===== src/hdl/exec_pkg.sv =====
package exec_pkg;

  localparam int reg_addr_bits = 5;

  // operations understood by the execute block.
  typedef enum logic [4:0] {
    op_nop,
    op_add,
    op_sub,
    op_and,
    op_or,
    op_xor,
    op_sll,
    op_srl,
    op_sra,
    op_slt,
    op_sltu,
    op_lui,
    op_beq,
    op_bne,
    op_blt,
    op_bge,
    op_jal,
    op_div,
    op_divu,
    op_rem,
    op_remu
  } op_type;

  typedef enum logic [1:0] {
    div_idle,
    div_run,
    div_done
  } div_state_type;

endpackage


===== src/hdl/int_alu.sv =====
`timescale 1ns/1ps

module int_alu #(
  parameter int xlen = 32
) (
  input logic [xlen-1:0] rdata1,
  input logic [xlen-1:0] rdata2,
  input logic [xlen-1:0] imm,
  input logic [xlen-1:0] pc,
  input exec_pkg::op_type op,
  output logic [xlen-1:0] result
);
  import exec_pkg::*;

  localparam int shamt_bits = $clog2(xlen);

  logic [shamt_bits-1:0] shamt;

  always_comb begin
    shamt = rdata2[shamt_bits-1:0];
    case (op)
      op_add: result = rdata1 + rdata2;
      op_sub: result = rdata1 - rdata2;
      op_and: result = rdata1 & rdata2;
      op_or: result = rdata1 | rdata2;
      op_xor: result = rdata1 ^ rdata2;
      op_sll: result = rdata1 << shamt;
      op_srl: result = rdata1 >> shamt;
      op_sra: result = $signed(rdata1) >>> shamt;
      op_slt: result = {{(xlen-1){1'b0}}, $signed(rdata1) < $signed(rdata2)};
      op_sltu: result = {{(xlen-1){1'b0}}, rdata1 < rdata2};
      op_lui: result = imm;
      // link value.
      op_jal: result = pc + xlen'(4);
      // branches and divides produce nothing here.
      default: result = '0;
    endcase
  end

endmodule


===== config.mk =====
export PLATFORM = sky130hd
export DESIGN_NAME = int_alu
export DESIGN_NICKNAME = d
export VERILOG_FILES = /design/src/hdl/exec_pkg.sv /design/src/hdl/int_alu.sv
export SDC_FILE = /design/constraint.sdc
export NUM_CORES = 1
export LEC_CHECK = 0
export ABC_AREA = 1
export BUFFER_PORTS_ARGS = -buffer_cell sky130_fd_sc_hd__buf_2
export CORE_UTILIZATION = 50
export DETAILED_ROUTE_END_ITERATION = 8
export GPL_TIMING_DRIVEN = 1
export PLACE_DENSITY_LB_ADDON = 0.25
export SYNTH_ARGS = -nofsm -noshare
export SYNTH_HDL_FRONTEND = slang
export SYNTH_SLANG_ARGS = --single-unit
export TNS_END_PERCENT = 1

===== constraint.sdc =====
create_clock -name vclk -period 6.9
set_input_delay 1.035 -clock vclk [all_inputs]
set_output_delay 1.035 -clock vclk [all_outputs]
set_load 0.02 [all_outputs]

==> out/metrics.cfg <==
[hold_path]
hold_class=in -> out

[yosys]
synthMuxAreaShare_pct=0
synthAdderAreaFrac_pct=11.7
synth_top_family_by_area=simple AND/OR/NAND/NOR gates
yosys-top-cells-area=nand2_1, nand3_1, ha_1
syn_area_sq_mm=0.0115
yosys.area.top_type=nand2_1
syn_inst=2408
syn_area_per_cell_sq_um=4.79
yosysUniqueCellTypes=49
ys_seq_area_share_pct=0
yosys.area.top_type_share_pct=27.6
yosys_warnings=0
synth_nets=2648
synth_xor_area_share_pct=0.455
synth_simple_gate_area_share_pct=62.9
synth-compound-area-share_pct=10.1

[worst_setup_path]
crit_path_max_fanout=71
critical_path_class=in -> out
arrival_ns=3.99
slowest_delay_ns=0.59
slowest_stage=buf_4
crit_top_cell=nand2_1
critPathLaunchType=input pin
worstPathRequired_ns=5.86
cp-end-kind=output port
crit_chain=buf_2 > buf_4 > inv_2 > buf_4 > nand3_1 > nand3_1 > nand2_1 > nand2_1 > nand2_1 > nand2_1 > nand2_1 > nand2_1 > nand2_1 > inv_1 > nand2_1 > buf_2

[floorplanning]
start_util_pct=51.0
io_pins=165
core.rowCount=55
coreArea_sq_mm=0.0226
die_y_microns=154
die_w_microns=154
dieArea_sq_mm=0.0237

[timing]
relSlewSlack_pct=32.6
timing.hold.ws_ns=2.67
final.min_clock_period_ns=5.03
tightest_slew_ns=1.01
drv_slew=0
period_share_pct=72.8
hold_viol_final=0
rsz0062_at_grt=false
finalSetupViolations=0
max_freq_ghz=0.199
setup-tns-final_ns=0

[final_layout]
instances_no_fill=2770
finish.utilization_pct=54.2
seq_cell_count=0
n_clock_buffer=0
seq_area_sq_um=0
areaGrowthSynthToFinish_pct=6.42
drive_above_1_share_pct=9.02
nNetsFinal=2726
fillers=2539

[routing]
first_iter_violations=2920
ant_nets=0
drc=0
viasPerCell=6.19
wire_per_inst_microns=21.6
met1_length_mm=23.6
wirelength_mm=59.8
top_layer=met5
wl_met3_mm=8.63
wl_met2_mm=23.7
vias=17200
detail_route.first_pass.iterations=8

[power]
vdd_drop_max_uv=72.9
seqPwrFrac_pct=0
p_int_w=0.000248
power_density_mw_per_mm2=73.0
p_leak_nw=7.14
combPwrFrac_pct=100.0
power.switching_w=0.000649
pwr-share-clk_pct=0
swShare_pct=72.3
p_total_w=0.000897

[global_route]
antenna_found_initial=3
grt_first_pass_wirelength_mm=89.0
grt_max_degree=72
overflow=0
grt_pass1_vias=15000
grt_usage_pct=48.9

[placed_design]
port_buffers=165
hpwl_mm=48.7
gp_congestion=1.09
placedCellCount=2769

[job]
maxCapViolCount=0

[status]
status=finished clean

[cts]
cts-resized-gates=0
cts_setup_buffers=0
cts_hold_buf=0

-- routing by layer --
| layer | global-route usage (%) | vias to the layer above |
|---|---|---|
| met5 | 0 | - |
| met4 | 25.3 | 4 |
| met3 | 8.12 | 220 |
| met2 | 72.7 | 1463 |
| met1 | 67.1 | 7581 |
| li1 | - | 7886 |
-- per-stage QoR --
step	setup slack, ns	instance area [sq um]
global placement	2.05	12300
floorplan	2.90	11500
CTS	2.03	12300
detailed placement	2.02	12300
global route	1.77	12300
finish	1.87	12300
-- layout make-up --
class	instances	area, sq um	share of cell area [%]
inverter	320	1200	9.81
timing repair buffer	174	893	7.27
antenna	1	2.50	0.0204
tap	285	357	2.90
multi-input combinational	1990	9820	80.0
-- cells by family after synthesis --
| kind of cell | count (synthesis) |
|---|---|
| buf+inv | 418 |
| simple gates | 1680 |
| fa+ha+maj | 107 |
| xor+xnor | 6 |
| compound gates | 197 |
-- cell usage after synthesis, types with 5 or more instances --
| cell type | count |
|---|---|
| a21oi_1 | 71 |
| and2_1 | 13 |
| buf_1 | 10 |
| buf_2 | 50 |
| buf_4 | 13 |
| clkbuf_1 | 19 |
| ha_1 | 105 |
| inv_1 | 306 |
| inv_2 | 12 |
| nand2_1 | 850 |
| nand3_1 | 483 |
| nand3b_1 | 5 |
| nand4_1 | 32 |
| nor2_1 | 240 |
| nor2_2 | 6 |
| nor2_4 | 5 |
| nor3_1 | 19 |
| o2111ai_1 | 5 |
| o211ai_1 | 17 |
| o21ai_0 | 57 |
| o21bai_1 | 17 |
| o22ai_1 | 9 |
| or2_2 | 7 |
-- path summary, 6_finish.rpt --
| kind | cells after the start | endpoint | startpoint |
|---|---|---|---|
| max | 16 | result[18] | rdata2[1] |
| min | 6 | result[21] | imm[21] |
-- power groups by stage --
stage / Combinational [W] / Sequential (W) / Clock [W]
2_1_floorplan: 0.000557 / 0 / 0
3_3_place_gp: 0.000842 / 0 / 0
3_5_place_dp: 0.000850 / 0 / 0
4_1_cts: 0.000854 / 0 / 0
5_1_grt: 0.000962 / 0 / 0
6_report: 0.000897 / 0 / 0.00000000000654
-- placed cells by master, fill, tap and decap left out, types with 13 or more instances in the layout --
cell type / netlist / final
buf_2: 50 / 165
inv_2: 12 / 13
inv_1: 306 / 305
a21oi_1: 71 / 71
ha_1: 105 / 105
and2_1: 13 / 13
o21ai_0: 57 / 57
nand4_1: 32 / 32
nor3_1: 19 / 19
o21bai_1: 17 / 17
nor2_1: 240 / 240
nand2_1: 850 / 850
o211ai_1: 17 / 17
nand3_1: 483 / 483
-- critical path, delay by kind of cell --
kind / cells / cell delay, ns
buffers and inverters: 6 / 1.45
AND/OR/NAND/NOR: 10 / 1.45
Note: power is estimated with default switching activity, not from simulation.
