<file path="src/hdl/exec_pkg.sv">
package exec_pkg;

  localparam int reg_addr_bits = 5;

  // operations understood by the execute block.
  typedef enum logic [4:0] {
    op_nop,
    op_add,
    op_sub,
    op_and,
    op_or,
    op_xor,
    op_sll,
    op_srl,
    op_sra,
    op_slt,
    op_sltu,
    op_lui,
    op_beq,
    op_bne,
    op_blt,
    op_bge,
    op_jal,
    op_div,
    op_divu,
    op_rem,
    op_remu
  } op_type;

  typedef enum logic [1:0] {
    div_idle,
    div_run,
    div_done
  } div_state_type;

endpackage

</file>
<file path="src/hdl/serial_divider.sv">
`timescale 1ns/1ps

module serial_divider #(
  parameter int xlen = 32
) (
  input logic clock,
  input logic reset,
  input logic start,
  input exec_pkg::op_type op,
  input logic [xlen-1:0] dividend,
  input logic [xlen-1:0] divisor,
  output logic ready,
  output logic [xlen-1:0] result
);
  import exec_pkg::*;

  localparam int cnt_bits = $clog2(xlen);

  div_state_type state;
  logic [cnt_bits-1:0] count;
  logic [xlen-1:0] quo;
  logic [xlen-1:0] rem;
  logic [xlen-1:0] dvs;
  logic neg_quo;
  logic neg_rem;
  logic want_rem;
  logic is_signed;
  logic a_neg;
  logic b_neg;
  logic [xlen:0] trial;

  always_comb begin
    is_signed = (op == op_div) || (op == op_rem);
    a_neg = is_signed & dividend[xlen-1];
    b_neg = is_signed & divisor[xlen-1];
    // msb set means the shifted remainder is below the divisor.
    trial = {rem, quo[xlen-1]} - {1'b0, dvs};
  end

  always_ff @(posedge clock) begin
    if (!reset) begin
      state <= div_idle;
      count <= '0;
    end else begin
      case (state)
        div_idle: begin
          if (start) begin
            state <= div_run;
            count <= '0;
          end
        end
        div_run: begin
          count <= count + cnt_bits'(1);
          if (count == cnt_bits'(xlen - 1)) begin
            state <= div_done;
          end
        end
        div_done: state <= div_idle;
        default: state <= div_idle;
      endcase
    end
  end

  always_ff @(posedge clock) begin
    if (start && state == div_idle) begin
      quo <= a_neg ? -dividend : dividend;
      rem <= '0;
      dvs <= b_neg ? -divisor : divisor;
      // zero divisor keeps the all-ones quotient.
      neg_quo <= (a_neg ^ b_neg) & (divisor != '0);
      neg_rem <= a_neg;
      want_rem <= (op == op_rem) || (op == op_remu);
    end else if (state == div_run) begin
      if (trial[xlen]) begin
        rem <= {rem[xlen-2:0], quo[xlen-1]};
        quo <= {quo[xlen-2:0], 1'b0};
      end else begin
        rem <= trial[xlen-1:0];
        quo <= {quo[xlen-2:0], 1'b1};
      end
    end
  end

  always_comb begin
    ready = (state == div_done);
    if (want_rem) begin
      result = neg_rem ? -rem : rem;
    end else begin
      result = neg_quo ? -quo : quo;
    end
  end

  // a new division only starts from idle.
  assert property (@(posedge clock) disable iff (!reset) $rose(start) |-> state == div_idle);

endmodule

</file>
<file path="config.mk">
export PLATFORM = sky130hd
export DESIGN_NAME = serial_divider
export DESIGN_NICKNAME = d
export VERILOG_FILES = /design/src/hdl/exec_pkg.sv /design/src/hdl/serial_divider.sv
export SDC_FILE = /design/constraint.sdc
export NUM_CORES = 1
export LEC_CHECK = 0
export ABC_AREA = 1
export BUFFER_PORTS_ARGS = -buffer_cell sky130_fd_sc_hd__buf_2
export CAP_MARGIN = 30
export CORE_MARGIN = 2
export CORE_UTILIZATION = 30
export CTS_CLUSTER_DIAMETER = 50
export DETAILED_ROUTE_END_ITERATION = 8
export GPL_TIMING_DRIVEN = 0
export PLACE_DENSITY_LB_ADDON = 0.25
export SYNTH_ARGS = -nofsm -noshare
export SYNTH_HDL_FRONTEND = slang
export SYNTH_SLANG_ARGS = --single-unit
</file>
<file path="constraint.sdc">
create_clock -name clock -period 3 [get_ports clock]
set_input_delay 0.6 -clock clock [delete_from_list [all_inputs] [get_ports clock]]
set_output_delay 0.6 -clock clock [all_outputs]
set_load 0.05 [all_outputs]
</file>
==> impl_metrics.ini <==
[worst_setup_path]
crit_arrival_ns = 2.53
critPathKind = reg2out
path_max_fanout = 10
worst-r2r-setup-slack_ns = 0.17
r2r_end = rem[0]
crit_required_ns = 2.40
reg2regPathDepth = 17
critPathLaunchType = flip-flop
reg2reg_from = dvs[0]
end_kind = primary output

[drt]
ant_nets = 0
vias = 11500
via_per_inst = 4.88
drt_iter0_drc = 1049
drt-wirelength-per-cell_um = 15.7
wl_um = 37000
drtPass1Iterations = 6
drc_errors = 0

[yosys]
yosys_warnings = 0
ys_seq_area_share_pct = 26.6
synth-seq-cells = 106
syn_nets = 1880
synth.avg_cell_area_um2 = 5.95
synth_area_mm2 = 0.0105
yosysUniqueCellTypes = 47
synth-main-ff-cell = edfxtp_1
async_reset_ff_share_pct = 0
synthCells = 1769
synth_edf_count = 67

[global_routing]
grt_overflow_total = 0
gr-usage-all-layers_pct = 20.0
antenna_found_initial = 0
grt_first_pass_wirelength_um = 57000
grt_pass1_vias = 10500
grt_max_degree = 40

[sta]
drv_slew = 0
whs_ns = 0.444
finalCriticalPeriod_ns = 3.13
setup_viol = 9
clock_skew_ns = 0.0160
final_hold_viol_count = 0
tightest_slew_ns = 0.847
maxSlewHeadroom_pct = 43.0
timing.final.ws_setup_ns = -0.131
fin_crit_sh_pct = 104
rsz0062_at_grt = true
fmax_mhz = 319

[cells_and_area]
drive_gt1_share_pct = 12.2
fillers = 3861
finalNonFillerCells = 2363
n_antenna_cell = 0
nets = 2014
layout_commonest_cell = nand2_1
final_cell_mix = nand2_1, inv_1, nand3_1, nor2_1, o21ai_0
areaGrowthSynthToFinish_pct = 19.1

[outcome]
violations = setup timing
outcome = finished with violations

[worst_hold_path]
hold_depth = 1
hold_end = dvs[0]
min_from = divisor[0]
worstHoldPathType = in2reg

[placement]
hpwlAfterDp_um = 30500
dp_cells = 2330
io_buffers = 104
gp_congestion = 0.933
post-place-ws_ns = -0.282

[run]
maxCapViolCount = 0

[die]
dieArea_mm2 = 0.0366
die_h_um = 191
fp.dieW_um = 191
core_area_mm2 = 0.0345
initial_core_util_pct = 30.4
ios = 105
num_rows = 68

[clocking]
cts.sinks = 106
clk_path_buf_depth = 2
postCtsHoldBufs = 0
insertion_delay_ns = 0.37
cts.clk_slew.worst_paths_ns = 0.09
numCtsBuffers = 9
cts_tree = done
htreeDepth = 3
root_buffer = clkbuf_16

[power_and_ir_drop]
ir_drop_mv = 0.334
pwr_density_cell_mw_per_mm2 = 731
finalPower_mw = 9.16
leakagePower_nw = 6.40
==> Yosys cell counts (all sizes together) (2+ instances only) <==
cell,instances,area (um^2)
a21oi,65,325
and3,3,18.8
and2,6,37.5
o22ai,6,37.5
xor2,51,447
clkinv,2,7.51
edfxtp,67,2010
o211ai,6,45.0
nand4,31,194
dfxtp,39,781
nand2,562,2120
inv,311,1170
o32ai,2,17.5
xnor2,9,78.8
or2,13,81.3
buf,14,86.3
nand3b,8,60.1
nand3,170,856
nor2,167,629
o21ai,107,536
ha,38,475
nor3,43,230
clkbuf,29,109
o31ai,5,37.5
nor4,5,31.3
==> stage by stage <==
stage	instance area (um^2)	setup TNS, ns	utilization (%)
6_report	12500	-0.510	36.3
5_1_grt	12500	-2.29	36.3
4_1_cts	12300	-0.331	35.6
3_5_place_dp	11700	-1.21	33.7
3_3_place_gp	11600	-6.32	33.6
2_1_floorplan	10500	0	-
==> cell families after synthesis <==
family                   Yosys count  synth area share, %
AO/OA/AOI/OAI                    199                 10.1
XOR/XNOR                          60                 5.00
adder cells (fa/ha/maj)           39                 4.71
buffers and inverters            356                 13.0
flip-flops                       106                 26.6
AND/OR/NAND/NOR                 1009                 40.6
==> routing by layer <==
metal | vias up | wire length [um] | GRT usage [%]
met2 | 346 | 15900 | 31.1
met4 | 0 | 343 | 3.40
li1 | 5899 | - | -
met5 | - | 0 | 0
met1 | 5261 | 18500 | 30.1
met3 | 18 | 2270 | 2.06
==> flip-flops by register name, summed over array words and instances, names as in the netlist <==
signal / flops
dvs: 32
neg_rem: 1
quo: 32
rem: 32
want_rem: 1
count: 5
state: 2
neg_quo: 1
==> critical path, cell delays in order, from the launching register on <==
cell,delay (ns)
edfxtp_1,0.33
clkbuf_1,0.44
inv_1,0.14
clkbuf_1,0.33
o31ai_1,0.56
buf_2,0.36
==> cell type report <==
class                           count  area, um^2  share of cell area, %
Clock buffer                       10         250                   2.00
Clock inverter                      6        88.8                  0.709
Tap cell                          455         569                   4.54
Inverter                          313        1180                   9.40
Sequential cell                   106        2790                   22.3
Multi-Input combinational cell   1307        6610                   52.8
Timing Repair Buffer              125         843                   6.73
Buffer                             41         195                   1.56
==> power by group <==
part | internal [mW] | switching, mW | leakage (nW) | total, mW
logic | 1.83 | 3.69 | 5.26 | 5.52
registers | 1.85 | 0.417 | 0.977 | 2.26
clock network | 0.724 | 0.653 | 0.165 | 1.38
total | 4.40 | 4.76 | 6.40 | 9.16
==> how the worst max path moves through the flow <==
stage                        start    endpoint  slack, ns  cells past startpoint
after CTS                   rem[0]  result[24]      -0.09                     12
final                     want_rem   result[4]      -0.13                      5
after global routing        quo[1]  result[30]      -0.21                     15
after global placement       start     quo[29]      -0.35                      5
after floorplan             rem[0]  result[10]       0.04                     10
after detailed placement    quo[1]  result[30]      -0.28                     15
==> repair_timing <==
action	in CTS	in global routing
pin swaps	11	10
resized for setup	80	54
setup buffers	9	10
endpoints found under the setup margin	29	56
No activity file was read; power rests on OpenSTA's default activity.
