--- src/hdl/exec_pkg.sv ---
package exec_pkg;

  localparam int reg_addr_bits = 5;

  // operations understood by the execute block.
  typedef enum logic [4:0] {
    op_nop,
    op_add,
    op_sub,
    op_and,
    op_or,
    op_xor,
    op_sll,
    op_srl,
    op_sra,
    op_slt,
    op_sltu,
    op_lui,
    op_beq,
    op_bne,
    op_blt,
    op_bge,
    op_jal,
    op_div,
    op_divu,
    op_rem,
    op_remu
  } op_type;

  typedef enum logic [1:0] {
    div_idle,
    div_run,
    div_done
  } div_state_type;

endpackage

--- src/hdl/branch_unit.sv ---
`timescale 1ns/1ps

module branch_unit #(
  parameter int xlen = 32
) (
  input logic enable,
  input exec_pkg::op_type op,
  input logic [xlen-1:0] rdata1,
  input logic [xlen-1:0] rdata2,
  input logic [xlen-1:0] pc,
  input logic [xlen-1:0] imm,
  output logic taken,
  output logic [xlen-1:0] target
);
  import exec_pkg::*;

  logic cond;

  always_comb begin
    case (op)
      op_beq: cond = (rdata1 == rdata2);
      op_bne: cond = (rdata1 != rdata2);
      op_blt: cond = ($signed(rdata1) < $signed(rdata2));
      op_bge: cond = ($signed(rdata1) >= $signed(rdata2));
      op_jal: cond = 1'b1;
      default: cond = 1'b0;
    endcase
    taken = enable & cond;
    target = pc + imm;
  end

endmodule

--- config.mk ---
export PLATFORM = sky130hd
export DESIGN_NAME = branch_unit
export DESIGN_NICKNAME = d
export VERILOG_FILES = /design/src/hdl/exec_pkg.sv /design/src/hdl/branch_unit.sv
export SDC_FILE = /design/constraint.sdc
export NUM_CORES = 1
export LEC_CHECK = 0
export ABC_CLOCK_PERIOD_IN_PS = 2340
export BUFFER_PORTS_ARGS = -buffer_cell sky130_fd_sc_hd__buf_2
export CAP_MARGIN = 20
export CORE_ASPECT_RATIO = 1.2
export CORE_MARGIN = 2
export CORE_UTILIZATION = 40
export DETAILED_ROUTE_END_ITERATION = 7
export GPL_TIMING_DRIVEN = 0
export PLACE_DENSITY_LB_ADDON = 0.3
export SYNTH_ARGS = -nofsm -noshare
export SYNTH_HDL_FRONTEND = slang
export SYNTH_SLANG_ARGS = --single-unit
export TNS_END_PERCENT = 50
--- constraint.sdc ---
create_clock -name vclk -period 2.34
set_clock_uncertainty 0.2 [all_clocks]
set_input_delay 0.117 -clock vclk [all_inputs]
set_output_delay 0.117 -clock vclk [all_outputs]
set_load 0.03 [all_outputs]
==> run metrics, run 1 <==
number of antenna violations at the first check in global routing=0; row cnt=31; first-pass GRT wire length=14.85 mm; synthesized area=2551 sq um; ranking of synthesized cells by area=ha_1, a21o_1, a21oi_1; final WL=9.431 mm; Maximum Capacitance Violations=0; WL per Instance=15.11 um; FMAX=370.2 MHz; worst setup margin=-0.3612 ns; largest net degree at the start of global routing=11; crit-path most repeated cell=a221o_1; most numerous cell in the Yosys netlist=ha_1; status=finished, violations left; failing checks=negative setup slack; Synth warnings=0; worst slew pin tran=0.5836 ns; Initial Util=41.89%; Worst setup SP type=primary input; Util after Layout=71.87%; Synth Net Count=552; die area=7036 sq um; RSZ-0062 raised after global routing=true; GR Overflow Total=0; worst-path fanout max=2; DRC viols=0; # hold bufs at CTS=0; WS Path Type=in -> out; minimum clock period after layout=2.701 ns; FF+latch area=0 sq um; final hold slack=0.4103 ns; max incr delay on CP=0.32 ns; pwr dens=335.4 nW/um^2; # setup viols final=16; io pins=167; Commonest cells post-synth=ha_1, inv_1, a21oi_1, nand2_1; CP arrival=2.38 ns; Max-slew headroom=60.68%; Netlist cell types=54; RePlAce Congestion=0.8798; hpwl dp=6.555 mm; Worst setup EP type=output port; Inserted Diodes=0; Mapped Cells=354; port bufs=167; layout cell share with drive strength beyond 1=50.92%; Fin Setup TNS=-2.060 ns; min-delay src=imm[0]; FFs & Latches=0; Final Instance Count excl. Fillers=624; Syn Area/Cell=7.207 sq um; antenna-violating nets left=0; drt pass-1 iters=4; # nets final=742; max-slew violations=0; Layout area overhead=71.55%; Die W=76.91 um; post-route cell area=4377 sq um; dpl cell area=3597 sq um; Initial DRC Count=141; Max rail drop VDD=0.0002382 V; Final Hold Fails=0; Slowest cell on crit path=mux2_4; Die Span Y=91.49 um; Placed Cells incl. Taps=603; pre-CTS WS=-0.6154 ns; register area share after synthesis=0%; vias in the first global route=3,460; period utilization=115.4%; Synth area leader=ha_1; Leakage=2.241 nW; critical-path cell list=buf_8 -> inv_12 -> ha_4 -> a21o_1 -> a221o_1 -> a221o_1 -> a21oi_2 -> o211a_1 -> mux2_4 -> mux2i_4 -> a41o_2 -> buf_6; final-layout clock buffer total=0; CORE AREA=6090 sq um; vias=3,455; All-Layer GR Usage=24.40%; Hold Crit Class=in -> out; crit path launch=rdata2[18]; Pwr Total=1.468 mW; Via density=5.537; critical path required time=2.02 ns; Yosys top cell area share=30.90%
==> logic make-up after synthesis <==
family,after synthesis,synth area share (%)
AOI/OAI and AO/OA,124,32.71
and+or+nand+nor,94,19.08
adders and majority gates,64,31.68
buffers and inverters,43,6.326
xor gates and xnor gates,25,8.583
muxes,4,1.618
==> worst max-delay path, delay by kind of cell <==
family,cells,cell delay (ns)
compound gates,6,1.31
fa+ha+maj,1,0.22
buf+inv,3,0.25
mux,2,0.48
==> placed cells by master (no fill, tap or decap), types with 4 or more instances in the layout <==
cell      count
nand4_1       8
buf_6        15
ha_4         17
nand3_1       5
a21oi_1      19
ha_1         44
xnor2_1      12
nor2b_1       4
inv_2         4
buf_2       140
a21oi_2      10
buf_4        31
nor2_1       21
nor3_1        5
and3_1        4
o21ai_0      13
o21a_1        4
a21o_1       21
o211ai_1      6
inv_1        33
nand2_1      19
xor2_1        8
==> power breakdown <==
group          switching [mW]  internal (mW)
Combinational           0.811          0.657
Sequential                  0              0
Clock                       0              0
==> path summary, 6_finish.rpt <==
| kind | end | cells after the start | slack (ns) |
|---|---|---|---|
| hold / removal | target[0] | 3 | 0.41 |
| setup / recovery | taken | 12 | -0.36 |
==> what timing repair did <==
action	4_1_cts	5_1_grt
setup buffers	16	7
pin swaps	39	31
resized for setup	87	45
endpoints found under the setup margin	21	22
==> routing by layer <==
| metal | up-vias | GRT usage, % | wire length (um) |
|---|---|---|---|
| met2 | 160 | 46.64 | 4850 |
| met1 | 1562 | 28.27 | 3871 |
| met5 | - | 0 | 0 |
| li1 | 1714 | - | - |
| met4 | 0 | 6.212 | 217 |
| met3 | 19 | 2.783 | 492 |
==> final cells by class <==
class	instances	area, sq um
Buffer	2	8.758
Fill cell	450	1713
Multi-Input combinational cell	311	2952
Timing Repair Buffer	190	1147
Inverter	39	166.4
Tap cell	82	102.6
Power figures use the tool's default switching activity.
==> run 2: changes to the inputs <==
Settings changed: REMOVE_ABC_BUFFERS set to 1.
==> run 2 against run 1 <==
The run still ends with negative setup slack left. Wire length decreased by 10%. Global-route usage decreased by 1.8 points. Combinational power decreased by 8%. Fmax increased by 1.6%. First-iteration DRC count decreased by 58%. Sequential share of layout area unchanged. Core utilization decreased by 4.2 points. Count of clock-buffer cells in the layout unchanged. Setup slack improved by 0.043 ns. Via count decreased by 3.5%. Worst hold slack got worse by 0.0021 ns. Flip-flop and latch count unchanged. Largest cell class unchanged.
==> run metrics, run 2 (synthesis results as in run 1) <==
period utilization=113.6% (was 115.4%); Initial DRC Count=59 (was 141); # fillers=527 (was 450); worst setup margin=-0.3179 ns (was -0.3612 ns); Worst setup SP type=primary input (unchanged); All-Layer GR Usage=22.60% (was 24.40%); dpl cell area=3475 sq um (was 3597 sq um); sum of buffers and inverters on the critical path=3 (unchanged); failing checks=negative setup slack (unchanged); # nets final=730 (was 742); drt pass-1 iters=4 (unchanged); CORE AREA=6090 sq um (unchanged); row cnt=31 (unchanged); # hold bufs at CTS=0 (unchanged); final-layout clock buffer total=0 (unchanged); Fin Setup TNS=-0.8496 ns (was -2.060 ns); most frequent cells in the layout=buf_2, ha_1, inv_1 (unchanged); max incr delay on CP=0.32 ns (about the same); Layout area overhead=61.50% (was 71.55%); max-slew violations=0 (unchanged); RePlAce Congestion=0.8580 (was 0.8798); vias in the first global route=3,280 (was 3,460); DRC viols=0 (unchanged); Inserted Diodes=0 (unchanged); area of the multi-input gates=2830 sq um (was 2952 sq um); post-route cell area=4120 sq um (was 4377 sq um); # setup viols final=10 (was 16); Via density=5.449 (was 5.537); WL per Instance=13.85 um (was 15.11 um); pwr dens=328.5 nW/um^2 (was 335.4 nW/um^2); Die Span Y=91.49 um (unchanged); final WL=8.476 mm (was 9.431 mm); vias=3,335 (was 3,455); largest net degree at the start of global routing=11 (unchanged); worst-path fanout max=2 (unchanged); antenna-violating nets left=0 (unchanged); final hold slack=0.4082 ns (was 0.4103 ns); commonest non-fill, non-tap cell in the layout=buf_2 (unchanged); minimum clock period after layout=2.658 ns (was 2.701 ns); FF+latch area=0 sq um (unchanged); worst slew pin tran=0.4976 ns (was 0.5836 ns); Initial Util=41.89% (unchanged); Hold Crit Class=in -> out (unchanged); FFs & Latches=0 (unchanged); GR Overflow Total=0 (unchanged); Max rail drop VDD=0.0002260 V (was 0.0002382 V); CP arrival=2.34 ns (was 2.38 ns); Leakage=2.151 nW (was 2.241 nW); critical-path cell list=buf_6 -> inv_4 -> ha_4 -> a21o_1 -> a221o_1 -> a221o_1 -> a21oi_2 -> o211a_1 -> mux2_4 -> mux2i_1 -> a41o_1 -> buf_6 (was buf_8 -> inv_12 -> ha_4 -> a21o_1 -> a221o_1 -> a221o_1 -> a21oi_2 -> o211a_1 -> mux2_4 -> mux2i_4 -> a41o_2 -> buf_6); critical path required time=2.02 ns (about the same); layout cell share with drive strength beyond 1=46.98% (was 50.92%); crit path launch=rdata2[18] (unchanged); CP delay by family, top=compound AO/OA/AOI/OAI gates (unchanged); min-delay src=imm[0] (unchanged); Maximum Capacitance Violations=0 (unchanged); die area=7036 sq um (unchanged); Max-slew headroom=66.48% (was 60.68%); Slowest cell on crit path=a221o_1 (was mux2_4); Worst setup EP type=output port (unchanged); number of antenna violations at the first check in global routing=0 (unchanged); Die W=76.91 um (unchanged); Final Hold Fails=0 (unchanged); status=finished, violations left (unchanged); FMAX=376.2 MHz (was 370.2 MHz); hpwl dp=6.564 mm (was 6.555 mm); WS Path Type=in -> out (unchanged); port bufs=167 (unchanged); io pins=167 (unchanged); first-pass GRT wire length=13.70 mm (was 14.85 mm); RSZ-0062 raised after global routing=true (unchanged)
[run 2: cell types whose count changed in the layout (fill, tap and decap cells not counted), moves of 3 or more]
cell and change:
buf_4 -7, buf_2 +4, buf_6 -3, o21ai_2 +3
o21ai_4 -3
[run 2: area by class of cell]
type | instances | area share, %
inverter | 39 | 3.674
timing repair buffer | 180 | 25.14
multi-input combinational | 311 | 68.69
tap | 82 | 2.490
[run 2: routing by layer]
layer / share of wire, % / vias to the layer above / GRT usage [%]
li1: - / 1693 / -
met1: 38 / 1512 / 23.45
met2: 55 / 116 / 47.00
met3: 5.9 / 14 / 3.280
met4: 1.6 / 0 / 3.788
met5: 0 / - / 0
[run 2: path summary, 6_finish.rpt]
path                    end  slack (ns)  depth (start not counted)
hold / removal    target[0]        0.41                          3
setup / recovery      taken       -0.32                         12
[run 2: power by group]
group	internal, mW	leakage, nW	switching (mW)
Combinational	0.604	2.15	0.749
Clock	0	0	0
Sequential	0	0	0
[run 2: through the flow]
step,power (mW),setup slack (ns),util (%),std cells
detailed placement,1.096,-0.5569,57.06,599
finish,1.353,-0.3179,67.66,612
global placement,1.080,-0.5388,57.06,599
CTS,1.287,-0.2958,65.65,610
floorplan,0.7665,-0.3423,-,350
global route,1.469,-0.4083,67.66,612
[run 2: timing repair]
| action | CTS | global route |
|---|---|---|
| resized for setup | 83 | 25 |
| pin swaps | 42 | 21 |
| buffers inserted | 11 | 3 |
| setup endpoints to repair | 21 | 20 |
