**config.mk**
```make
export PLATFORM = sky130hd
export DESIGN_NAME = forwarding_unit
export DESIGN_NICKNAME = d
export VERILOG_FILES = /design/src/hdl/exec_pkg.sv /design/src/hdl/forwarding_unit.sv
export SDC_FILE = /design/constraint.sdc
export NUM_CORES = 1
export LEC_CHECK = 0
export BUFFER_PORTS_ARGS = -buffer_cell sky130_fd_sc_hd__buf_2
export CORE_AREA = 4 4 133 135
export DETAILED_ROUTE_END_ITERATION = 7
export DIE_AREA = 0 0 137 139
export GPL_TIMING_DRIVEN = 0
export MAX_ROUTING_LAYER = met4
export PLACE_DENSITY_LB_ADDON = 0.1
export SLEW_MARGIN = 10
export SYNTH_ARGS = -nofsm -noshare
export SYNTH_HDL_FRONTEND = slang
export SYNTH_SLANG_ARGS = --single-unit
```
**constraint.sdc**
```tcl
create_clock -name vclk -period 4
set_input_delay 0 -clock vclk [all_inputs]
set_output_delay 0 -clock vclk [all_outputs]
set_load 0.05 [all_outputs]
```
**src/hdl/exec_pkg.sv**
```systemverilog
package exec_pkg;

  localparam int reg_addr_bits = 5;

  // operations understood by the execute block.
  typedef enum logic [4:0] {
    op_nop,
    op_add,
    op_sub,
    op_and,
    op_or,
    op_xor,
    op_sll,
    op_srl,
    op_sra,
    op_slt,
    op_sltu,
    op_lui,
    op_beq,
    op_bne,
    op_blt,
    op_bge,
    op_jal,
    op_div,
    op_divu,
    op_rem,
    op_remu
  } op_type;

  typedef enum logic [1:0] {
    div_idle,
    div_run,
    div_done
  } div_state_type;

endpackage

```
**src/hdl/forwarding_unit.sv**
```systemverilog
`timescale 1ns/1ps

module forwarding_unit #(
  parameter int xlen = 32
) (
  input logic [exec_pkg::reg_addr_bits-1:0] raddr0,
  input logic [exec_pkg::reg_addr_bits-1:0] raddr1,
  input logic [exec_pkg::reg_addr_bits-1:0] raddr2,
  input logic [exec_pkg::reg_addr_bits-1:0] raddr3,
  input logic [exec_pkg::reg_addr_bits-1:0] fwd_rd0,
  input logic [exec_pkg::reg_addr_bits-1:0] fwd_rd1,
  input logic fwd_valid0,
  input logic fwd_valid1,
  input logic [xlen-1:0] reg_data0,
  input logic [xlen-1:0] reg_data1,
  input logic [xlen-1:0] reg_data2,
  input logic [xlen-1:0] reg_data3,
  input logic [xlen-1:0] fwd_data0,
  input logic [xlen-1:0] fwd_data1,
  output logic [xlen-1:0] data0,
  output logic [xlen-1:0] data1,
  output logic [xlen-1:0] data2,
  output logic [xlen-1:0] data3
);
  import exec_pkg::*;

  // the younger lane 1 result wins over lane 0.
  function automatic logic [xlen-1:0] bypass(input logic [reg_addr_bits-1:0] addr,
                                             input logic [xlen-1:0] reg_data);
    logic [xlen-1:0] data;
    data = reg_data;
    if (addr != '0) begin
      if (fwd_valid1 && fwd_rd1 == addr) begin
        data = fwd_data1;
      end else if (fwd_valid0 && fwd_rd0 == addr) begin
        data = fwd_data0;
      end
    end
    return data;
  endfunction

  always_comb begin
    data0 = bypass(raddr0, reg_data0);
    data1 = bypass(raddr1, reg_data1);
    data2 = bypass(raddr2, reg_data2);
    data3 = bypass(raddr3, reg_data3);
  end

endmodule

```
==> impl.org, run 1 <==
** Route
- After detailed routing, the total wire length is 21410 µm.
- Once detail routing completed, the nets flagged for antenna violations numbered 0.
- Detailed-routing iteration count for the pre-antenna-repair pass :: 5
- Across all layers, the routed design uses between 5000 and 6000 vias.
- Drt first-iter violations :: slightly above 200
- In the routed design, unresolved DRC markers number 0.
- Number of vias per cell :: approximately 5.3
- Wire length per cell :: 22.25 µm

** STA
- Peak Freq :: just over 0.4 GHz
- Fraction of the cycle the final worst path needs :: 0.6049
- Setup repair after global routing left no endpoint under its margin.
- Total Negative Setup Slacks :: 0 ns
- The final-report hold violation count came to 0.
- Min cycle time layout :: roughly 2.4 ns
- # setup viols final :: 0
- Pins over their slew limit :: 0
- For the pin with the worst max-slew slack, the measured transition is between 0.8 and 0.9 ns.
- Measured against its own limit, the worst slew margin works out to 0.4626.

** Setup path
- Along the worst path, the maximum fanout reaches 10.
- Critical path endpoint category :: output port
- Largest delay contributor family on the critical path :: compound AO/OA/AOI/OAI gates
- In this design, the critical path's most frequently occurring cell is clkbuf_1.
- Critical Path Start Type :: input pin
- Together, buffers and inverters on the worst path number 3.
- The slowest stage of the critical path is the o311ai_2 cell.
- Arrival time at the worst endpoint :: between 2 and 2.5 ns
- Setup Crit Path Kind :: input pin to output port
- Required time reported for the critical path endpoint :: about 4.0 ns
- CP max stage delay :: slightly below 0.7 ns
- CP cell instances :: clkbuf_1, xnor2_1, nand4_1, o311ai_2, clkbuf_1, o22ai_1, a2bb2oi_2, buf_2

** GRT
- Global Route Usage Sum :: 0.2115
- Maximum number of pins on one net before global-route repair :: 11
- Residual overflow from global routing :: 0
- Global-route wire length before repair :: 31060 µm
- The number of antenna violations at the first check in global routing was 1.
- The via count of the first global-routing pass came to between 5000 and 6000.

** Final layout
- Total non-filler cell area in the finished layout :: roughly 0.0057 mm²
- Summing all flip-flop and latch instances after layout gives 0 µm².
- The top cell types in the final layout, fill and taps aside, are buf_2 (354), o22ai_1 (128), a2bb2oi_2 (120).
- In the finished layout, the clock tree contains a buffer count of 0.
- In the final layout, the share of cells above drive strength 1 is 0.6667.
- Layout-stage area growth over the synthesis result :: 55.19%
- There are 0 flip-flops and latches.
- The library cell used most frequently in the layout, excluding fill and tap cells, is buf_2.
- Fin nets :: ~970
- Final core utilization :: 0.3440

** Power and ir drop
- P per Cell Area :: 164.5 mW/mm²
- Cell-internal power :: around 320 µW
- Peak supply drop :: 0.08032 mV
- Of the total power, the share spent switching nets is 0.6568.
- Summed over all cells, the static leakage comes to roughly 2.5 nW.
- The share of total power dissipated in the clock network is 0.
- Of the total power, registers draw 0.
- Combinational group share of total power :: 1.000
- Summed over all nets, the switching power comes to 612.1 µW.

** Run
- Max-cap violations in this run came to 0.

** Floorplan
- In this run the core area contains 47 standard-cell rows.
- I/O pin cnt :: about 350
- Floorplan die width :: about 140 µm
- Die height :: between 100 and 150 µm
- CORE AREA :: roughly 0.016 mm²
- Starting Density :: 0.2217
- Total Die Area :: approximately 0.019 mm²

** Clocking
- Post-CTS Repair Setup Buffers :: 0
- Gates resized during post-CTS repair numbered 0.
- The number of hold buffers added after CTS was 0.

** Place
- Final weighted congestion in routability-driven placement :: 0.8777
- Summed over all nets, the half-perimeter wirelength after detailed placement is 17820 µm.
- After detailed placement, the total cell area comes to about 0.0057 mm².
- I/O Buffers :: roughly 350

** Synthesis
- Leading post-synthesis cells by cell area :: a2bb2oi_2 (49%), o22ai_1 (22%), xnor2_1 (4.8%), xor2_1 (4.8%), clkbuf_1 (3.9%)
- Area of the mapped netlist :: 0.003650 mm²
- Post-synth net total :: between 600 and 700
- The largest total area in the synthesized netlist belongs to a2bb2oi_2.
- Synthesis instantiated 19 different standard cells from the library.
- Mapped Avg Cell Area :: 9.263 µm²
- Yosys printed 0 warnings.
- Proportion of netlist area held by the largest area contributor :: 0.4937
- Sequential area share after synthesis :: 0
- In the synthesized netlist, the number of instances is between 300 and 400.

** Status
- Outcome :: finished, final reports clean

** Worst hold path
- In this run the worst hold path is classified as input pin to output port.
## synth_stat cells (all sizes together)
cell,count
or3,4
o22ai,128
nor4,4
clkbuf,38
o2bb2a,4
nand2,8
nor2,4
inv,1
nand4,4
o311ai,4
xor2,20
a2bb2oi,124
xnor2,20
buf,19
a21boi,4
nor3,4
and2,4
## kinds of logic (layout without fill, tap and decap cells)
family	Yosys count	after routing	synth area share
AO/OA/AOI/OAI	264	264	0.7720
other	0	1	0
buffers and inverters	58	405	0.08673
AND/OR/NAND/NOR	32	32	0.04525
XOR/XNOR	40	40	0.09599
## stage by stage
stage | power, mW | hold WS, ns | setup slack (ns) | std cells
6_report | 0.9320 | 0.4312 | 1.581 | 962
4_1_cts | 0.9355 | 0.4339 | 1.598 | 961
2_1_floorplan | 0.6333 | 0.2315 | 2.033 | 394
5_1_grt | 0.9777 | 0.4521 | 1.450 | 962
3_5_place_dp | 0.9332 | 0.4332 | 1.610 | 961
3_3_place_gp | 0.9272 | 0.4354 | 1.624 | 961
## layer usage
| metal | vias to the layer above | global-route usage | wire length, µm |
|---|---|---|---|
| met3 | 14 | 0.01814 | 1393 |
| met5 | - | - | 0 |
| met4 | 0 | 0.01786 | 221 |
| li1 | 2394 | - | - |
| met2 | 244 | 0.3579 | 10600 |
| met1 | 2420 | 0.2848 | 9193 |
## power groups by stage
stage / Combinational, mW / Clock [mW] / Sequential, mW
CTS: 0.935 / 0 / 0
detailed placement: 0.933 / 0 / 0
finish: 0.932 / 0.0000000334 / 0
global route: 0.978 / 0.0000000334 / 0
global placement: 0.927 / 0 / 0
floorplan: 0.633 / 0 / 0
## worst paths after layout
kind / depth (start not counted) / endpoint / slack [ns] / start
worst max-delay path: 8 / data0[24] / 1.58 / fwd_rd1[1]
worst min-delay path: 3 / data0[31] / 0.43 / reg_data0[31]
## cell type report
class	count	area (µm²)
inverter	1	3.754
buffer	57	312.8
timing repair buffer	347	1737
multi-input combinational	336	3333
antenna	1	2.502
fill	1843	10800
tap	220	275.3
Note: power is estimated with default switching activity, not from simulation.
==> inputs of run 2 (changes only) <==
==> constraint.sdc (replaced) <==
create_clock -name vclk -period 2.4
set_input_delay 0 -clock vclk [all_inputs]
set_output_delay 0 -clock vclk [all_outputs]
set_load 0.05 [all_outputs]
==> run 2 against run 1 <==
Power rose by 67%. Highest routed layer unchanged. First-iteration DRC count is the same. Final cell count unchanged. Routed wire length increased by 0.40%. Largest power group unchanged. Core utilization rose by 0.18 points.
==> impl.org, run 2 (synthesized netlist as in run 1, its figures left out) <==
** Status
- Outcome :: finished, final reports clean (unchanged)

** STA
- Pins over their slew limit :: 0 (unchanged)
- Min cycle time layout :: 2.288 ns
- The total negative setup slack was 0 ns (unchanged).
- Fraction of the cycle the final worst path needs :: 0.9532
- Final Hold Viols :: 0 (unchanged)
- Peak Freq :: approximately 0.44 GHz
- Unrepaired setup endpoints after global routing :: no (unchanged)
- The actual slew at the worst max-slew pin is 0.7622 ns (was 0.8049 ns).
- Worst hold-check slack :: 0.4312 ns (about the same)
- # setup viols final :: 0 (unchanged)
- The headroom to the max-slew limit is 0.4919 (was 0.4626).

** Final layout
- Share of cells above drive strength 1 :: 0.6667 (unchanged)
- The number of filler cells placed in the layout was 1846 (was 1843).
- The layout sequential cell count is 0 (unchanged).
- The register area is 0 µm² (unchanged).
- Final-layout clock buffer total :: 0 (unchanged)
- The core occupancy in the finished layout came to 0.3458 (was 0.3440).
- The post-layout net count came to 967 (unchanged).
- The commonest non-fill, non-tap cell in the layout is buf_2 (unchanged).
- The growth of design area from synthesis to finish came to 56.02% (was 55.19%).
- Leading cell types in the layout, fill and taps excluded :: buf_2 (354), o22ai_1 (128), a2bb2oi_2 (120) (unchanged)

** Floorplan
- The count of standard-cell rows was 47 (unchanged).
- The number of top-level pins was 352 (unchanged).
- The die extent in y is 139 µm (unchanged).
- The placeable core area was 0.01647 mm² (unchanged).
- The floorplan die area is 0.01904 mm² (unchanged).
- Floorplan die width :: 137 µm (unchanged)
- The initial cell density of the core is 0.2217 (unchanged).

** GRT
- Global routing met2 resource utilization :: 0.3589 (was 0.3579)
- The most utilized layer in the global route result is met2 (unchanged).
- The global routing met1 resource utilization is 0.2839 (was 0.2848).
- Met3 Use GR :: 0.01814 (unchanged)
- The sum of overflow across all layers after global routing was 0 (unchanged).
- The via count of the first global-routing pass was 5209 (was 5204).
- Global Route Usage Sum :: 0.2115 (unchanged)
- Maximum number of pins on one net before global-route repair :: 11 (unchanged)
- The wire length of the first global-routing pass was 31080 µm (was 31060 µm).
- The number of antenna violations at the first check in global routing is 1 (unchanged).

** Setup path
- The cell occurring most often along the worst timing path is buf_2 (was clkbuf_1).
- The worst setup path startpoint is fwd_rd0[1] (was fwd_rd1[1]).
- The type of element capturing the critical path is an output port (unchanged).
- Worst-path maximum fanout :: 10 (unchanged)
- Critical Path Start Type :: input pin (unchanged)
- The total stage count of the critical path came to 8 (unchanged).
- Worst path buffer plus inverter count :: 3 (unchanged)
- The data required time of the worst path is 2.40 ns (was 4.00 ns).
- The family with the most delay on the worst path is compound AO/OA/AOI/OAI gates (unchanged).
- CP max stage delay :: 0.60 ns (was 0.69 ns)
- The highest-delay cell along the critical path was nor4_1 (was o311ai_2).
- CP cell instances: buf_2, xor2_1, nor4_1, o311ai_4, clkbuf_1, o22ai_1, a2bb2oi_2, buf_2 (was clkbuf_1, xnor2_1, nand4_1, o311ai_2, clkbuf_1, o22ai_1, a2bb2oi_2, buf_2).
- The end of the critical path was data0[16] (was data0[24]).
- The arrival time of the worst setup path came to 2.29 ns (was 2.42 ns).
- The type of the worst setup path was input pin to output port (unchanged).

** Route
- Number of vias per cell :: 5.243 (was 5.272)
- The first-pass iteration count of the detailed router is 4 (was 5).
- The overall routed net length was 21490 µm (was 21410 µm).
- Wire length per cell :: 22.34 µm (was 22.25 µm)
- Antenna-violating nets left :: 0 (unchanged)
- The detailed-route via count came to 5044 (was 5072).
- The number of DRC markers in iteration 0 came to 203 (unchanged).
- DRC violation count after routing :: 0 (unchanged)

** Run
- The number of maximum-capacitance constraint violations came to 0 (unchanged).

** Power and ir drop
- The power density of the placed cells came to 274.1 mW/mm² (was 164.5 mW/mm²).
- The leakage power was 2.500 nW (was 2.498 nW).
- Peak supply drop :: 0.1343 mV (was 0.08032 mV)

** Clocking
- The number of buffers inserted to repair setup after CTS is 0 (unchanged).

** Place
- Final weighted congestion in routability-driven placement :: 0.8777 (unchanged)
- I/O Buffers :: 347 (unchanged)
- The HPWL after detailed placement is 17820 µm (unchanged).

** Worst hold path
- The class of the worst hold path is input pin to output port (unchanged).
run 2: cell counts in the layout (fill, tap and decap cells not counted):
No cell type changed its count.
run 2: report_power, final:
group | internal, mW | switching [mW] | leakage, nW
logic | 0.534 | 1.03 | 2.50
registers | 0 | 0 | 0
clock network | 0.0000000557 | 0 | 0.00000634
total | 0.534 | 1.03 | 2.50
run 2: cell type report:
class	instances	area, µm²	share of cell area
Inverter	1	3.754	0.0006592
Buffer	57	312.8	0.05493
Timing Repair Buffer	347	1737	0.3050
Tap cell	220	275.3	0.04834
Antenna cell	1	2.502	0.0004395
Multi-Input combinational cell	336	3363	0.5906
run 2: how the worst min path moves through the flow:
stage	from	to	cells after the start
5_1_grt	reg_data3[9]	data3[9]	3
3_5_place_dp	reg_data0[31]	data0[31]	3
3_3_place_gp	reg_data0[31]	data0[31]	3
6_report	reg_data0[31]	data0[31]	3
2_1_floorplan	reg_data0[0]	data0[0]	1
4_1_cts	reg_data0[31]	data0[31]	3
run 2: routing by layer:
layer	up-vias	routed length, µm
li1	2389	-
met1	2413	9164
met2	228	10730
met3	14	1379
met4	0	221
met5	-	0
run 2: repair_timing:
item	4_1_cts	5_1_grt
gates resized for setup	1	2
hold buffers	0	0
endpoints found under the setup margin	1	38
run 2: through the flow:
stage	cells	power (mW)	instance area [µm²]	setup slack, ns
after CTS	961	1.561	5672	0.04732
final	962	1.561	5694	0.1122
after global routing	962	1.636	5694	0.01223
after floorplan	394	1.055	3650	0.4333
after global placement	961	1.545	5662	0.02368
after detailed placement	961	1.555	5662	0.009704
run 2: worst min-delay path, cell delays in order:
cell and delay, ns:
buf_2 0.10, a2bb2oi_1 0.13, buf_2 0.21
