`src/hdl/exec_pkg.sv`:
```
package exec_pkg;

  localparam int reg_addr_bits = 5;

  // operations understood by the execute block.
  typedef enum logic [4:0] {
    op_nop,
    op_add,
    op_sub,
    op_and,
    op_or,
    op_xor,
    op_sll,
    op_srl,
    op_sra,
    op_slt,
    op_sltu,
    op_lui,
    op_beq,
    op_bne,
    op_blt,
    op_bge,
    op_jal,
    op_div,
    op_divu,
    op_rem,
    op_remu
  } op_type;

  typedef enum logic [1:0] {
    div_idle,
    div_run,
    div_done
  } div_state_type;

endpackage

```
`src/hdl/execute_stage.sv`:
```
`timescale 1ns/1ps

module execute_stage #(
  parameter int xlen = 32
) (
  input logic clock,
  input logic reset,
  input logic issue0_valid,
  input logic issue1_valid,
  input exec_pkg::op_type issue0_op,
  input exec_pkg::op_type issue1_op,
  input logic [exec_pkg::reg_addr_bits-1:0] issue0_rd,
  input logic [exec_pkg::reg_addr_bits-1:0] issue1_rd,
  input logic [xlen-1:0] issue0_imm,
  input logic [xlen-1:0] issue1_imm,
  input logic [xlen-1:0] issue0_pc,
  input logic [xlen-1:0] issue1_pc,
  input logic [xlen-1:0] opnd0,
  input logic [xlen-1:0] opnd1,
  input logic [xlen-1:0] opnd2,
  input logic [xlen-1:0] opnd3,
  input logic [xlen-1:0] alu0_result,
  input logic [xlen-1:0] alu1_result,
  input logic br_taken,
  input logic [xlen-1:0] br_target,
  input logic div_ready,
  input logic [xlen-1:0] div_result,
  output exec_pkg::op_type alu0_op,
  output exec_pkg::op_type alu1_op,
  output logic br_enable,
  output exec_pkg::op_type br_op,
  output logic [xlen-1:0] br_rdata1,
  output logic [xlen-1:0] br_rdata2,
  output logic [xlen-1:0] br_pc,
  output logic [xlen-1:0] br_imm,
  output logic div_start,
  output exec_pkg::op_type div_op,
  output logic [xlen-1:0] div_dividend,
  output logic [xlen-1:0] div_divisor,
  output logic stall,
  output logic result0_valid,
  output logic [exec_pkg::reg_addr_bits-1:0] result0_rd,
  output logic [xlen-1:0] result0_data,
  output logic result1_valid,
  output logic [exec_pkg::reg_addr_bits-1:0] result1_rd,
  output logic [xlen-1:0] result1_data,
  output logic redirect,
  output logic [xlen-1:0] redirect_pc
);
  import exec_pkg::*;

  logic ctrl0;
  logic ctrl1;
  logic div0;
  logic div1;
  logic div_req;
  logic div_pending;
  logic taken0;
  logic taken1;
  logic keep1;
  logic [xlen-1:0] wdata0;
  logic [xlen-1:0] wdata1;

  function automatic logic is_ctrl(input op_type op);
    return op inside {op_beq, op_bne, op_blt, op_bge, op_jal};
  endfunction

  function automatic logic is_div(input op_type op);
    return op inside {op_div, op_divu, op_rem, op_remu};
  endfunction

  // conditional branches and nop leave the register file alone.
  function automatic logic writes_rd(input op_type op);
    return !(op inside {op_nop, op_beq, op_bne, op_blt, op_bge});
  endfunction

  always_comb begin
    alu0_op = issue0_valid ? issue0_op : op_nop;
    alu1_op = issue1_valid ? issue1_op : op_nop;

    ctrl0 = issue0_valid & is_ctrl(issue0_op);
    ctrl1 = issue1_valid & is_ctrl(issue1_op);
    br_enable = ctrl0 | ctrl1;
    br_op = ctrl0 ? issue0_op : issue1_op;
    br_rdata1 = ctrl0 ? opnd0 : opnd2;
    br_rdata2 = ctrl0 ? opnd1 : opnd3;
    br_pc = ctrl0 ? issue0_pc : issue1_pc;
    br_imm = ctrl0 ? issue0_imm : issue1_imm;

    taken0 = ctrl0 & br_taken;
    taken1 = ctrl1 & ~ctrl0 & br_taken;
    // younger lane dies behind a taken transfer.
    keep1 = issue1_valid & ~taken0;

    div0 = issue0_valid & is_div(issue0_op);
    div1 = keep1 & is_div(issue1_op);
    div_req = div0 | div1;
    div_start = div_req & ~div_pending;
    div_op = div0 ? issue0_op : issue1_op;
    div_dividend = div0 ? opnd0 : opnd2;
    div_divisor = div0 ? opnd1 : opnd3;
    stall = div_req & ~div_ready;

    wdata0 = div0 ? div_result : alu0_result;
    wdata1 = div1 ? div_result : alu1_result;
  end

  always_ff @(posedge clock) begin
    if (!reset) begin
      div_pending <= 1'b0;
    end else if (div_start) begin
      div_pending <= 1'b1;
    end else if (div_ready) begin
      div_pending <= 1'b0;
    end
  end

  // bubble while stalled.
  always_ff @(posedge clock) begin
    if (!reset) begin
      result0_valid <= 1'b0;
      result1_valid <= 1'b0;
      redirect <= 1'b0;
    end else begin
      result0_valid <= ~stall & issue0_valid & writes_rd(issue0_op);
      result1_valid <= ~stall & keep1 & writes_rd(issue1_op);
      redirect <= ~stall & (taken0 | taken1);
    end
  end

  always_ff @(posedge clock) begin
    result0_rd <= issue0_rd;
    result0_data <= wdata0;
    result1_rd <= issue1_rd;
    result1_data <= wdata1;
    redirect_pc <= br_target;
  end

  assert property (@(posedge clock) disable iff (!reset) !(ctrl0 && ctrl1));
  assert property (@(posedge clock) disable iff (!reset)
    !(div0 && issue1_valid && is_div(issue1_op)));

endmodule

```
`config.mk`:
```
export PLATFORM = sky130hd
export DESIGN_NAME = execute_stage
export DESIGN_NICKNAME = d
export VERILOG_FILES = /design/src/hdl/exec_pkg.sv /design/src/hdl/execute_stage.sv
export SDC_FILE = /design/constraint.sdc
export NUM_CORES = 1
export LEC_CHECK = 0
export BUFFER_PORTS_ARGS = -buffer_cell sky130_fd_sc_hd__clkbuf_2
export CORE_AREA = 4 4 285 287
export DETAILED_ROUTE_END_ITERATION = 10
export DIE_AREA = 0 0 289 291
export PLACE_DENSITY = 0.37
export SLEW_MARGIN = 20
export SYNTH_ARGS = -nofsm -noshare
export SYNTH_HDL_FRONTEND = slang
export SYNTH_SLANG_ARGS = --single-unit
```
`constraint.sdc`:
```
create_clock -name clock -period 6 [get_ports clock]
set_clock_uncertainty 0.05 [all_clocks]
set_input_delay 0.9 -clock clock [delete_from_list [all_inputs] [get_ports clock]]
set_output_delay 0.9 -clock clock [all_outputs]
set_load 0.02 [all_outputs]
```
==> flow_summary.toml, run 1 <==
[pwr]
pwr_density_cell_nw_per_um2 = 194
p_leak_nw = 5.88
finalPower_w = 0.00218
vdd_ir_drop_max_mv = 0.126

[global_route]
grt_max_degree = 75
antenna_found_initial = 22
grt_util_all_layers_pct = 10.1
grt_pass1_wl_um = 58900
grt_overflow_total = 0
first_global_vias = 7236

[floorplanning]
chipHeight_um = 291
die_x_um = 289
initial_utilization_pct = 7.70
core_um2 = 78600
rows = 103
dieArea_um2 = 84100
io_pins = 734

[route]
vias = 6778
drt_pass1_iterations = 4
via_per_inst = 3.03
first_iter_violations = 196
wl_per_cell_um = 20.3
ant_nets = 0
routed_wirelength_um = 45500
drc = 0

[timing]
timing.setup.tns_ns = 0
slew_headroom_pct = 49.9
setup-violations-final = 0
tightest_slew_ns = 0.751
rsz0062_at_grt = "no"
fin_crit_ns = 4.41
finalCritPeriodShare_pct = 73.6
fmax_mhz = 227
slew_violations = 0
hold_viol = 0

[setup_path]
cp_max_fo = 74
critPathKind = "in -> out"
crit_required_ns = 5.05
cp_common_cell = "clkbuf_2"
crit_path_top_delay_cell = "or3_4"
crit_path_start_kind = "input port"
reg2reg_from = "div_pending$_SDFFE_PN0P_"
r2r_slack_ns = 5.31
reg2reg_depth = 1
endpoint_kind = "primary output"
max_stage_delay_ns = 0.50
arrival_ns = 3.46
rr_endpoint = "div_pending$_SDFFE_PN0P_"
cp_cell_sequence = "clkbuf_2 > or3_4 > o22ai_2 > nand2_8 > buf_12 > mux2_4 > clkbuf_2"

[clocking]
cts-root-buf = "clkbuf_16"
clkSinkCount = 110
cts-resized-gates = 0
cts_tree = "built"
htree_levels = 3
clockBufferDepth = 2
clk_latency_ns = 0.37
cts_buffers = 9
cts.clk_slew.worst_paths_ns = 0.08
cts_hold_buf = 0
cts_setup_buffers = 0

[synth]
synth_cell_types = 37
yosysTopAreaCell = "dfxtp_1"
synth_warnings = 0
synthMostInstantiatedCell = "mux2_2"
synth-seq-cells = 110
synthFlopType = "dfxtp_1"
synth_cells = 461
synth_common_cells = "170 x mux2_2, 110 x dfxtp_1, 89 x mux2_4, 19 x buf_2"
async_flop_share_pct = 0
postSynthAreaPerCell_um2 = 13.1
syn_nets = 871
yosys.area.top_type_share_pct = 36.4
synth_edf_count = 0
synth.area.top_cells = "dfxtp_1 36%, mux2_2 32%, mux2_4 22%"
ys_seq_area_share_pct = 36.4
synth_area_um2 = 6060

[run]
drv_cap = 0

[placed_design]
port_buffers = 733
gp_congestion = 0.847
dpl.hpwl_um = 41600

[worst_hold_path]
worstHoldStart = "div_pending$_SDFFE_PN0P_"
hold_path_class = "reg -> reg"
min_to = "div_pending$_SDFFE_PN0P_"
worst_hold_path.num_cells = 1

[final_layout]
fin_nets = 1589
drive_above_1_share_pct = 85.9
area_growth_pct = 85.6

[run_status]
status = "complete, no violations"
==> flip-flops by register name (all words and copies together), names as in the netlist <==
name and count:
result0_data 32, result0_valid 1, result1_valid 1, result1_data 32, redirect 1, redirect_pc 32
div_pending 1, result1_rd 5, result0_rd 5
==> where the power goes <==
part	switching, W	internal, W
sequential	0.0000135	0.000776
combinational	0.000418	0.000323
clock	0.000303	0.000346
total	0.000734	0.00144
==> cells in the final DEF (no fill, tap or decap), types with 3 or more instances in the layout <==
| cell type | netlist | routed |
|---|---|---|
| clkbuf_2 | 0 | 733 |
| mux2_2 | 170 | 170 |
| dfxtp_1 | 110 | 110 |
| mux2_4 | 89 | 89 |
| and2_1 | 10 | 10 |
| clkbuf_16 | 0 | 9 |
| o21ai_0 | 6 | 6 |
| diode_2 | 0 | 5 |
| nand2_1 | 5 | 5 |
| inv_1 | 4 | 4 |
| nor2_1 | 5 | 4 |
| a21oi_1 | 4 | 4 |
| inv_6 | 0 | 3 |
==> layer usage <==
metal	global-route usage [%]	part of all wire (%)	up-vias
met3	4.67	12	46
li1	-	-	3124
met4	1.21	0.91	12
met2	17.7	49	460
met5	0	0.15	-
met1	11.5	38	3136
==> worst max path at each step <==
| stage | end | start | slack (ns) |
|---|---|---|---|
| finish | br_rdata2[8] | issue0_op[2] | 1.59 |
| global route | br_rdata2[11] | issue0_op[2] | 1.50 |
| CTS | br_rdata2[7] | issue0_op[2] | 1.57 |
| detailed placement | br_rdata2[7] | issue0_op[2] | 1.57 |
| global placement | br_rdata2[7] | issue0_op[2] | 1.63 |
| floorplan | br_imm[0] | issue0_op[2] | 2.71 |
==> critical path, delay by kind of cell <==
kind / cells / cell delay (ns)
simple gates: 2 / 0.86
buf+inv: 3 / 0.81
compound gates: 1 / 0.30
mux: 1 / 0.40
==> metrics by stage <==
stage	worst slack, ns	instances	util (%)	area, um^2	hold slack (ns)
after floorplan	2.71	461	-	6060	0.444
after global placement	1.63	2218	13.9	10900	0.464
after detailed placement	1.57	2218	13.9	10900	0.476
after CTS	1.57	2234	14.3	11200	0.499
after global routing	1.50	2234	14.3	11200	0.547
final	1.59	2239	14.3	11200	0.489
==> cell type report <==
class,count,area (um^2)
repair buffers,737,3720
clock inverters,6,78.8
inverters,4,15.0
multi-input cells,317,3660
fillers,8998,67400
flip-flops and latches,110,2200
diodes,5,12.5
well taps,1050,1310
clock buffers,10,239
==> cells by family after synthesis <==
group,after synthesis,share of synthesized area [%]
buffers and inverters,34,3.80
AND/OR/NAND/NOR,35,3.51
flip-flops,110,36.4
multiplexers,261,54.0
AO/OA/AOI/OAI,21,2.29
Power figures use the tool's default switching activity.
==> inputs of run 2 (changes only) <==
Settings changed: CORE_AREA 4 4 285 287 to 4 4 286 288, DIE_AREA 0 0 289 291 to 0 0 290 292.
Clock period 6 ns to 3.6 ns, I/O delays scaled along.
==> run 2 against run 1 <==
Against the previous run: register-to-register slack got worse by 2.4 ns; largest power group unchanged; hold slack got worse by 0.27 ns; clock power increased by 45%; cell area grew 0.87%; final cell count rose by 0.80%; first-iteration DRC count shrank 7.1%; sequential cell count did not move; via count is 0.22% higher; sequential share of layout area down 0.17 points; non-clock buffer count grew 17; critical path type unchanged.
==> flow_summary.toml, run 2 (synthesis results as in run 1) <==
[run_status]
status = "complete, no violations"

[final_layout]
fillers = 9079
top_regs = "redirect_pc (32), result0_data (32), result1_data (32)"
post-route-util_pct = 14.4
final_cell_mix = "733 x clkbuf_2, 170 x mux2_2, 110 x dfxtp_1"
fin_nets = 1606
layout_commonest_cell = "clkbuf_2"
area_growth_pct = 87.3
drive_above_1_share_pct = 85.9

[floorplanning]
io_pins = 734
die_x_um = 290
dieArea_um2 = 84700
core_um2 = 78900
initial_utilization_pct = 7.68
chipHeight_um = 292
rows = 103

[global_route]
grt_util_all_layers_pct = 10.1
grt_pass1_wl_um = 60600
grt_max_degree = 44
antenna_found_initial = 20
first_global_vias = 7255
grt_overflow_total = 0

[route]
wl_per_cell_um = 20.1
ant_nets = 0
vias = 6793
routed_wirelength_um = 45300
drc = 0
drt_pass1_iterations = 4
first_iter_violations = 182
via_per_inst = 3.01

[pwr]
p_leak_nw = 5.93
vdd_ir_drop_max_mv = 0.219
pwr_density_cell_nw_per_um2 = 309

[worst_hold_path]
hold_path_class = "in -> reg"
worstHoldStart = "br_target[22]"
worst_hold_path.num_cells = 1
min_to = "redirect_pc[22]$_DFF_P_"

[timing]
slew_violations = 0
tightest_slew_ns = 0.534
hold_ws_ns = 0.216
setup-violations-final = 0
slew_headroom_pct = 64.4
fmax_mhz = 309
fin_crit_ns = 3.24
timing.setup.tns_ns = 0
hold_viol = 0
finalCritPeriodShare_pct = 90.0
rsz0062_at_grt = "no"

[setup_path]
cp_common_cell = "clkbuf_2"
crit_family = "simple AND/OR/NAND/NOR gates"
reg2reg_depth = 1
cp-startpoint = "issue0_op[2]"
max_stage_delay_ns = 0.47
arrival_ns = 2.65
rr_endpoint = "div_pending$_SDFFE_PN0P_"
cp_cell_sequence = "clkbuf_2 > or3_4 > o22ai_2 > nand2_8 > buf_4 > mux2_4 > clkbuf_2"
r2r_slack_ns = 2.91
critPathKind = "in -> out"
reg2reg_from = "div_pending$_SDFFE_PN0P_"
cp_max_fo = 29
crit_path_top_delay_cell = "or3_4"
critPathBufInv = 3
endpoint_kind = "primary output"
crit_required_ns = 3.01
crit_path_start_kind = "input port"

[clocking]
cts-root-buf = "clkbuf_16"
cts-resized-gates = 0
htree_levels = 3
clk_latency_ns = 0.37
clkSinkCount = 110
cts_hold_buf = 0
cts_tree = "built"
cts.clk_slew.worst_paths_ns = 0.07
cts_buffers = 9
cts_setup_buffers = 0
clockBufferDepth = 2

[placed_design]
port_buffers = 733
gp_congestion = 0.875
dpl.hpwl_um = 41200

[run]
drv_cap = 0
[run 2: changes by cell type in the layout (fill, tap and decap cells not counted), moves of 2 or more]
| cell | before | now |
|---|---|---|
| buf_12 | 2 | 4 |
| inv_6 | 3 | 0 |
| clkinvlp_4 | 0 | 2 |
| clkinv_2 | 0 | 2 |
| clkbuf_1 | 0 | 2 |
| diode_2 | 5 | 7 |
| inv_8 | 2 | 0 |
| buf_4 | 2 | 17 |
[run 2: how the worst max path moves through the flow]
stage / endpoint / slack [ns] / cells after the start
6_report: br_imm[28] / 0.36 / 7
3_5_place_dp: br_imm[28] / 0.33 / 7
2_1_floorplan: br_imm[0] / 1.03 / 7
4_1_cts: br_imm[28] / 0.33 / 7
5_1_grt: br_imm[28] / 0.28 / 7
3_3_place_gp: br_rdata2[27] / 0.37 / 7
[run 2: metrics by stage]
step / power (W) / setup WS [ns] / instance area, um^2 / std cells
after floorplan: 0.00199 / 1.03 / 6060 / 461
after global placement: 0.00261 / 0.371 / 11100 / 2235
after detailed placement: 0.00261 / 0.334 / 11100 / 2235
after CTS: 0.00360 / 0.331 / 11300 / 2250
after global routing: 0.00370 / 0.280 / 11300 / 2253
final: 0.00350 / 0.361 / 11300 / 2257
[run 2: where the power goes]
group          internal [W]  switching (W)
Sequential          0.00129      0.0000226
Combinational      0.000547       0.000700
Clock              0.000464       0.000473
Total               0.00230        0.00120
[run 2: final cells by class]
cell class,instances,area (um^2),share of cell area (%)
repair buffers,754,3880,34.2
multi-input cells,317,3660,32.3
flip-flops and latches,110,2200,19.4
well taps,1050,1310,11.6
clock buffers,11,233,2.05
clock inverters,4,25.0,0.221
diodes,7,17.5,0.154
inverters,4,15.0,0.132
[run 2: layer usage]
metal | vias up | part of all wire [%] | GRT usage, %
met5 | - | 0.090 | 1.83
met4 | 6 | 1.3 | 1.99
met3 | 28 | 9.9 | 3.99
met2 | 431 | 48 | 16.9
met1 | 3169 | 41 | 12.2
li1 | 3159 | - | -
